--- config.mk ---
export PLATFORM = sky130hd
export DESIGN_NAME = scdCore
export DESIGN_NICKNAME = d
export VERILOG_FILES = /design/src/scdMicroPkg.sv /design/src/scdDataPkg.sv /design/src/scadOperandMux.sv /design/src/scadAlu.sv /design/src/feScRegs.sv /design/src/scdCore.sv
export VERILOG_INCLUDE_DIRS = /design/src
export SDC_FILE = /design/constraint.sdc
export NUM_CORES = 1
export LEC_CHECK = 0
export BUFFER_PORTS_ARGS = -buffer_cell sky130_fd_sc_hd__buf_2
export CORE_MARGIN = 1.5
export CORE_UTILIZATION = 50
export DETAILED_ROUTE_END_ITERATION = 8
export GPL_TIMING_DRIVEN = 0
export PLACE_DENSITY = 0.79
export SETUP_SLACK_MARGIN = 0.2
export SKIP_LAST_GASP = 1
export SLEW_MARGIN = 20
export SYNTH_ARGS = -nofsm -noshare
export SYNTH_HDL_FRONTEND = slang
export SYNTH_SLANG_ARGS = --single-unit
--- constraint.sdc ---
create_clock -name clk -period 3.49 [get_ports clk]
set_clock_uncertainty 0.15 [all_clocks]
set_input_delay 0 -clock clk [delete_from_list [all_inputs] [get_ports clk]]
set_output_delay 0 -clock clk [all_outputs]
set_load 0.02 [all_outputs]
--- src/scd_cfg.svh ---
`ifndef SCD_CFG_SVH
`define SCD_CFG_SVH

// Shift count and exponent datapath widths.
// All words are numbered with bit 0 as the most significant bit

// SCAD adder, FE and SC width
`define SCD_EXP_WIDTH 10

// Full AR word
`define SCD_AR_WIDTH 36

// Microcode MAGIC number field
`define SCD_MAGIC_WIDTH 9

// Shift counts from this value up are past the end of a word
`define SCD_SC_LIMIT 36

`endif

--- src/scdMicroPkg.sv ---
`include "scd_cfg.svh"

package scdMicroPkg;

  // SCAD function field, in microcode code order
  typedef enum logic [2:0] {
    FN_A                 = 3'd0,
    FN_A_MINUS_B_MINUS_1 = 3'd1,
    FN_A_PLUS_B          = 3'd2,
    FN_A_MINUS_1         = 3'd3,
    FN_A_PLUS_1          = 3'd4,
    FN_A_MINUS_B         = 3'd5,
    FN_OR                = 3'd6,
    FN_AND               = 3'd7
  } scadFuncT;

  typedef enum logic [1:0] {
    SCADA_FE       = 2'd0,
    SCADA_AR_SHORT = 2'd1,
    SCADA_AR_EXP   = 2'd2,
    SCADA_MAGIC    = 2'd3
  } scadaSelT;

  typedef enum logic [1:0] {
    SCADB_SC      = 2'd0,
    SCADB_AR_LOW  = 2'd1,
    SCADB_AR_HIGH = 2'd2,
    SCADB_MAGIC   = 2'd3
  } scadbSelT;

  typedef enum logic [1:0] {
    SC_HOLD = 2'd0,
    SC_FE   = 2'd1,
    SC_SCAD = 2'd2,
    SC_AR   = 2'd3
  } scSelT;

  // The SCD fields of one microinstruction
  typedef struct packed {
    scadFuncT                     func;
    scadaSelT                     scadaSel;
    logic                         scadaZero;
    scadbSelT                     scadbSel;
    logic                         feLoad;
    logic                         feShift;
    scSelT                        scSel;
    logic [0:`SCD_MAGIC_WIDTH-1]  magic;
  } scdCtlT;

endpackage

--- src/scdDataPkg.sv ---
`include "scd_cfg.svh"

package scdDataPkg;

  // SCAD result, FE and SC
  typedef logic [0:`SCD_EXP_WIDTH-1] expWordT;

  // AR as seen by the exponent logic
  typedef logic [0:`SCD_AR_WIDTH-1] arWordT;

  // Status seen by the microcode condition logic.
  // The first two follow SCAD, the last two follow SC
  typedef struct packed {
    logic scadZero;
    logic scadSign;
    logic scGe36;
    logic sc36To63;
  } scdStatusT;

  // An SC value counts past a full word when either decode is set
  function automatic logic scPastWord(scdStatusT status);
    return status.scGe36 | status.sc36To63;
  endfunction

endpackage

--- src/scadOperandMux.sv ---
`timescale 1ns/1ps

module scadOperandMux
  import scdMicroPkg::*, scdDataPkg::*;
(
  input  scdCtlT  ctl,
  input  arWordT  ar,
  input  expWordT fe,
  input  expWordT sc,
  output expWordT scadA,
  output expWordT scadB
);

  logic [0:7] arExpMag;
  expWordT    arShort;
  expWordT    arExp;
  expWordT    magicSigned;
  expWordT    arLow;
  expWordT    arHigh;
  expWordT    magicUnsigned;

  // Byte pointer position field, AR bits 0-5
  assign arShort = {4'b0000, ar[0:5]};

  // Floating exponent. A negative number holds its exponent in ones
  // complement, so the sign folds it back to a magnitude
  assign arExpMag = ar[1:8] ^ {8{ar[0]}};
  assign arExp    = {2'b00, arExpMag};

  // MAGIC is a signed 9 bit field on the A side
  assign magicSigned = {ctl.magic[0], ctl.magic};

  // Byte pointer size field, AR bits 6-11
  assign arLow = {4'b0000, ar[6:11]};

  // Raw exponent byte including the sign
  assign arHigh = {1'b0, ar[0:8]};

  assign magicUnsigned = {1'b0, ctl.magic};

  always_comb begin
    if (ctl.scadaZero) begin
      scadA = '0;
    end else begin
      case (ctl.scadaSel)
        SCADA_FE:       scadA = fe;
        SCADA_AR_SHORT: scadA = arShort;
        SCADA_AR_EXP:   scadA = arExp;
        SCADA_MAGIC:    scadA = magicSigned;
        default:        scadA = fe;
      endcase
    end
  end

  always_comb begin
    case (ctl.scadbSel)
      SCADB_SC:      scadB = sc;
      SCADB_AR_LOW:  scadB = arLow;
      SCADB_AR_HIGH: scadB = arHigh;
      SCADB_MAGIC:   scadB = magicUnsigned;
      default:       scadB = sc;
    endcase
  end

endmodule

--- src/scadAlu.sv ---
`timescale 1ns/1ps
`include "scd_cfg.svh"

module scadAlu
  import scdMicroPkg::*, scdDataPkg::*;
(
  input  scadFuncT func,
  input  expWordT  scadA,
  input  expWordT  scadB,
  output expWordT  scad,
  output logic     scadZero,
  output logic     scadSign
);

  // One guard bit above bit 0 keeps the true sign when the 10 bit
  // result overflows
  logic [0:`SCD_EXP_WIDTH] aExt;
  logic [0:`SCD_EXP_WIDTH] bExt;
  logic [0:`SCD_EXP_WIDTH] result;

  assign aExt = {scadA[0], scadA};
  assign bExt = {scadB[0], scadB};

  always_comb begin
    case (func)
      FN_A: begin
        result = aExt;
      end
      FN_A_MINUS_B_MINUS_1: begin
        result = aExt + ~bExt;
      end
      FN_A_PLUS_B: begin
        result = aExt + bExt;
      end
      FN_A_MINUS_1: begin
        result = aExt - 1'b1;
      end
      FN_A_PLUS_1: begin
        result = aExt + 1'b1;
      end
      FN_A_MINUS_B: begin
        result = aExt - bExt;
      end
      FN_OR: begin
        result = aExt | bExt;
      end
      FN_AND: begin
        result = aExt & bExt;
      end
      default: begin
        result = aExt;
      end
    endcase
  end

  assign scad     = result[1:`SCD_EXP_WIDTH];
  assign scadSign = result[0];

  // Zero test looks at the 10 bit result only
  assign scadZero = (scad == '0);

endmodule

--- src/feScRegs.sv ---
`timescale 1ns/1ps
`include "scd_cfg.svh"

module feScRegs
  import scdMicroPkg::*, scdDataPkg::*;
(
  input  logic    clk,
  input  logic    reset,
  input  scdCtlT  ctl,
  input  expWordT scad,
  input  arWordT  ar,
  output expWordT fe,
  output expWordT sc,
  output logic    scGe36,
  output logic    sc36To63
);

  localparam logic [0:5] ScLimit = 6'(`SCD_SC_LIMIT);

  expWordT feNext;
  expWordT scNext;
  expWordT scFromAr;

  // FE load has priority over the arithmetic right shift
  always_comb begin
    if (ctl.feLoad) begin
      feNext = scad;
    end else if (ctl.feShift) begin
      feNext = {fe[0], fe[0:`SCD_EXP_WIDTH-2]};
    end else begin
      feNext = fe;
    end
  end

  always_ff @(posedge clk) begin
    if (reset) begin
      fe <= '0;
    end else begin
      fe <= feNext;
    end
  end

  // Shift count from the E field of an instruction. Bit 18 is the sign
  // and fills both top bits
  assign scFromAr = {{2{ar[18]}}, ar[28:35]};

  always_comb begin
    case (ctl.scSel)
      SC_HOLD: scNext = sc;
      SC_FE:   scNext = fe;
      SC_SCAD: scNext = scad;
      SC_AR:   scNext = scFromAr;
      default: scNext = sc;
    endcase
  end

  always_ff @(posedge clk) begin
    if (reset) begin
      sc <= '0;
    end else begin
      sc <= scNext;
    end
  end

  // Set for 64 and up or for a negative count
  assign scGe36 = |sc[0:3];

  // The low six bits at or above the limit, same as bit 4 with any of
  // bits 5-7. Only meaningful while scGe36 is clear
  assign sc36To63 = (sc[4:9] >= ScLimit);

endmodule

--- src/scdCore.sv ---
`timescale 1ns/1ps

module scdCore
  import scdMicroPkg::*, scdDataPkg::*;
(
  input  logic      clk,
  input  logic      reset,
  input  scdCtlT    ctl,
  input  arWordT    ar,
  output expWordT   fe,
  output expWordT   sc,
  output expWordT   scad,
  output scdStatusT status
);

  expWordT scadA;
  expWordT scadB;
  logic    scadZero;
  logic    scadSign;
  logic    scGe36;
  logic    sc36To63;

  scadOperandMux scadOperandMux_inst (
    .ctl   (ctl),
    .ar    (ar),
    .fe    (fe),
    .sc    (sc),
    .scadA (scadA),
    .scadB (scadB)
  );

  scadAlu scadAlu_inst (
    .func     (ctl.func),
    .scadA    (scadA),
    .scadB    (scadB),
    .scad     (scad),
    .scadZero (scadZero),
    .scadSign (scadSign)
  );

  // FE and SC feed back into the operand selector
  feScRegs feScRegs_inst (
    .clk      (clk),
    .reset    (reset),
    .ctl      (ctl),
    .scad     (scad),
    .ar       (ar),
    .fe       (fe),
    .sc       (sc),
    .scGe36   (scGe36),
    .sc36To63 (sc36To63)
  );

  assign status = '{scadZero: scadZero, scadSign: scadSign,
                    scGe36: scGe36, sc36To63: sc36To63};

endmodule

; ---- Word-level counts from Yosys, hierarchy flattened
; Index checks and enable logic that the tools add are counted.
[word_totals]
output_inout_bits = 34
inputBits = 59
reg_bits = 20
[classes]
n_addsub = 5
n_eq_ne = 16
bitwise = 4
muxes = 7
reduce_logical = 7
n_lt_le_gt_ge = 1
[ops]
columns = op, count
row1 = $pmux 11 s8, 1
row2 = $pmux 10 s4, 2
row3 = $pmux 10 s3, 1
row4 = $mux 10, 2
row5 = $eq 2x2->1 const B, 6
row6 = $eq 3x3->1 const B, 4
row7 = $add 10x10->11, 1
row8 = $add 10x2->11 const B, 1
row9 = $add 11x11->11, 1
row10 = $and 11x11->11, 1
row11 = $not 11->11, 1
row12 = $or 11x11->11, 1
row13 = $sub 10x10->11, 1
row14 = $sub 10x2->11 const B, 1
row15 = $logic_not 10->1, 1
row16 = $mux 9, 1
row17 = $xor 8x8->8, 1
row18 = $eq 2x1->1 const B, 3
row19 = $eq 3x2->1 const B, 2
row20 = $ge 6x6->1 const B, 1
row21 = $logic_not 2->1, 3
row22 = $reduce_or 4->1, 1
row23 = $eq 3x1->1 const B, 1
row24 = $logic_not 3->1, 1
row25 = $reduce_bool 2->1, 1

; ---- Longest topological paths before layout
[depth]
ltp_word = 6
ltp_mapped = 18
depth_no_buf = 16

; ---- By module
; A second synthesis with hierarchy kept.
[hier_totals]
cells_unflattened = 430
hier_area_um2 = 3553.4
[by_module_without_submodules]
columns = mod, area_each_um2, cells_per_inst, seq_area_each_um2, n_inst
row1 = scadAlu, 1948.1, 276, 0.0, 1
row2 = feScRegs, 1004.7, 83, 400.4, 1
row3 = scadOperandMux, 570.5, 67, 0.0, 1
row4 = scdCore, 30.0, 4, 0.0, 1

; ---- Worst setup path before layout
; No wires, ideal clock.
[synth_timing]
kind = register to output
from = register feScRegs_inst.sc[1]
to = output port status[3] (netlist bit)
arrival_ps = 3926
slack_ps = -586
path_stages_with_launch = 15
cell_sequence = dfxtp_1 mux4_2 inv_1 ha_1 or4b_4 a21oi_1 a21o_1 ha_1 and3b_1 o32ai_1 a32oi_1 o21a_1 or4_1 nor4_1 buf_4
[synth_between]
elab_chain_cells = 5
[synth_rtl]
columns = element, line
row1 = "start, declared", feScRegs.sv:13  ; output expWordT sc,
row2 = "start signal, assigned", feScRegs.sv:61  ; sc <= scNext;
row3 = $pmux 10 s4 *, scadOperandMux.sv:56  ; case (ctl.scadbSel)
row4 = $not 11->11, scadAlu.sv:30  ; result = aExt + ~bExt;
row5 = $add 11x11->11, scadAlu.sv:30
row6 = $pmux 11 s8 *, scadAlu.sv:25  ; case (func)
row7 = net scad[5], scdCore.sv:12  ; output expWordT scad,
row8 = $logic_not 10->1 *, scadAlu.sv:60  ; assign scadZero = (scad == '0);
row9 = "end, declared", scdCore.sv:13  ; output scdStatusT status
; The timed path passes the listed nets; every way through them passes the cells marked *.

; ---- Worst setup path in the final report
[layout_timing]
from = register feScRegs_inst.sc[0]
to = output port status[3] (netlist bit)
[layout_between]
elab_chain_cells = 5
[layout_rtl]
columns = element, line
row1 = $pmux 10 s4 *, scadOperandMux.sv:56
row2 = $not 11->11, scadAlu.sv:30
row3 = $add 11x11->11, scadAlu.sv:30
row4 = $pmux 11 s8 *, scadAlu.sv:25
row5 = $logic_not 10->1 *, scadAlu.sv:60
; Every way passes the cells marked *; elsewhere a longest branch is shown, timed or not.

==> metrics.cfg <==
[job]
maxCapViolCount = 0

[min_path]
hp-class = in -> reg
hp-start = ar[17]

[routing]
drt_iter0_drc = 429
vias = 4123
wl_per_cell_um = 18.8
first_pass_iters = 7
drt-total-wl_mm = 12.2
viasPerCell = 6.35
drt_drc_violations_left = 0
antenna_left = 0

[pwr]
power_density_nw_per_um2 = 336
power.total_w = 0.00160
vdd_drop_max_uv = 296
leakage_nw = 2.13

[finish]
antenna_cells_inserted = 0
fin_cells = 649
layout-drive-gt1-share = 0.371
area_growth_syn_to_layout_pct = 33.4
num-nets-final = 657
postLayoutCellArea_um2 = 4750
final_util = 0.696

[cts]
htree_levels = 1
cts_tree = done
cts.clk_slew.worst_paths_ns = 0.07
cts_buffer_depth = 2
cts_root_buffer = clkbuf_8
cts_inserted_buffers = 3
clock_sinks = 20
clk_latency_ns = 0.26

[critical_path]
path_buf_inv = 3
r2r-start = feScRegs_inst.sc[0]
worstPathArrival_ns = 4.25
critPathSlowestCell = mux4_2
cpLargestDelayFamily = simple AND/OR/NAND/NOR gates
critPathMaxStageDelay_ns = 0.50
cp_max_fo = 6
worstSetupPathType = reg -> out
cp_common_cell = ha_4
worstSetupEndpointType = output port
crit_required_ns = 3.34
startpoint = feScRegs_inst.sc[0]
crit_path_cell_trace = mux4_2 -> inv_4 -> ha_4 -> or4b_4 -> a21oi_2 -> a21o_1 -> ha_4 -> and3b_1 -> o32ai_2 -> a32oi_1 -> o21a_2 -> or4_4 -> nor4_2 -> buf_4 -> buf_2
crit_path_start_kind = flip-flop

[sta]
max_clock_freq_mhz = 227
rsz0062_at_grt = true
hold_viol_final = 0
maxSlewViolCount = 0
finalCritPeriodShare = 1.26
tightest_slew_ns = 0.748
fin_ws_ns = -0.906
slew_headroom = 0.500
setup_viol = 21
layout_min_cycle_time_ns = 4.40

[status]
status = finished, violations left
failed_checks = negative setup slack

[logic_synthesis]
yosysTopAreaCellShare = 0.147
synth.distinct_cells = 62
ys_seq_area_frac = 0.112
synth_top_cell_by_area = ha_1
syn_area_per_cell_um2 = 7.99
synth_warnings = 0
synth_flop_cell = dfxtp_1
ys_ff_latch = 20
synth_edf_count = 0
netlist_area_um2 = 3560
syn_inst = 446
synthTopCellsByCount = ha_1 (42), nor2_1 (37), nand2_1 (33)
synth.most_common_cell = ha_1
synth_area_leaders = ha_1 (15%), mux4_2 (12%), dfxtp_1 (11%), nor2_1 (3.9%), o21ai_0 (3.7%)
postSynthNetCount = 549
synthArstFlopShare = 0

[global_route]
globalRouteTotalUtil = 0.316
grt_pass1_wl_mm = 19.1
antenna_found_initial = 0
grt.overflow.total = 0
grt_max_degree = 12
grt_pass1_vias = 3993

[floorplan]
die_width_um = 87.4
die_y_um = 87.4
dieArea_um2 = 7640
initial_core_util = 0.522
ioPinCount = 93
core_area_um2 = 6830
num_rows = 30

[placement]
placed_area_um2 = 4150
place_congestion = 0.932
dp_slack_ns = -1.20
hpwl_mm = 8.90
placed_cells = 613
io_buffers = 71

-- what timing repair did --
action,4_1_cts,5_1_grt
gates resized for setup,38,36
hold buffers,1,0
hold endpoints to repair,1,0
buffers inserted,25,6
pin swaps,19,14
endpoints found under the setup margin,26,26
-- per-layer routing --
layer | part of all wire | wire, um | up-vias | GRT usage
met4 | 0.040 | 484 | 0 | 0.149
met2 | 0.49 | 5940 | 268 | 0.557
met3 | 0.081 | 992 | 58 | 0.0275
met1 | 0.39 | 4800 | 1944 | 0.388
met5 | 0 | 0 | - | 0
li1 | - | - | 1853 | -
-- worst reg2reg max path: stages, from the launching register on --
cell and delay, ns:
dfxtp_2 0.33, mux4_2 0.50, inv_4 0.12, ha_4 0.15, or4b_4 0.51, a21oi_2 0.16
a21o_1 0.15, ha_4 0.25, and3b_1 0.19, o32ai_2 0.31, a32oi_1 0.16, o21a_2 0.28
buf_6 0.12, buf_6 0.11, mux4_2 0.48, nor2b_1 0.17
-- layout make-up --
class | instances | area [um^2]
buffer | 27 | 130
clock buffer | 4 | 45.0
fill | 548 | 2080
inverter | 31 | 119
multi-input combinational | 368 | 3280
sequential | 20 | 405
tap | 96 | 120
timing repair buffer | 103 | 652
-- kinds of logic after synthesis --
family	count (synthesis)	share of synthesized area
and+or+nand+nor	137	0.190
AOI/OAI and AO/OA	131	0.254
buffers and inverters	58	0.0681
adders and majority gates	44	0.159
muxes	31	0.155
xor gates and xnor gates	25	0.0614
DFF	20	0.112
-- power by group --
group | internal, W | switching (W) | total (W) | leakage (nW)
combinational | 0.000518 | 0.000640 | 0.00116 | 1.94
sequential | 0.000253 | 0.0000313 | 0.000284 | 0.166
clock | 0.0000813 | 0.0000748 | 0.000156 | 0.0228
total | 0.000852 | 0.000746 | 0.00160 | 2.13
-- final timing paths --
| path | slack (ns) | cells after the start | endpoint |
|---|---|---|---|
| worst min register to register | 0.46 | 2 | feScRegs_inst.fe[0] |
| worst max-delay path | -0.91 | 15 | status[3] |
| worst min-delay path | 0.01 | 3 | feScRegs_inst.sc[8] |
| worst max register to register | -0.78 | 15 | feScRegs_inst.sc[5] |
-- cells in the final DEF, fill, tap and decap left out, drive strengths merged, types with 5 or more instances in the layout --
master  Yosys  routed
nor2b      19      19
xnor2      14      14
clkbuf     18      22
a211oi     15      15
o21ai      33      33
ha         42      42
o21a        5       5
buf         9     111
nor2       37      37
xor2       11      11
a21o        8       8
a21oi      20      20
mux2        5       5
mux2i       7       7
nand2b     10      10
nand3       7       7
dfxtp      20      20
nor3       11      11
mux4       19      19
nand2      34      34
a22oi       9       9
o22ai       6       6
inv        30      30
-- sequential cells by signal, indices dropped and copies added (netlist names) --
register          count
feScRegs_inst.sc     10
feScRegs_inst.fe     10
-- per-stage QoR --
stage,setup TNS [ns],hold slack (ns)
after floorplan,-0.966,0.0965
after global placement,-8.12,0.225
after detailed placement,-9.59,0.235
after CTS,-6.18,0.00793
after global routing,-10.16,0.0278
final,-7.98,0.0112
No activity file was read; power rests on OpenSTA's default activity.
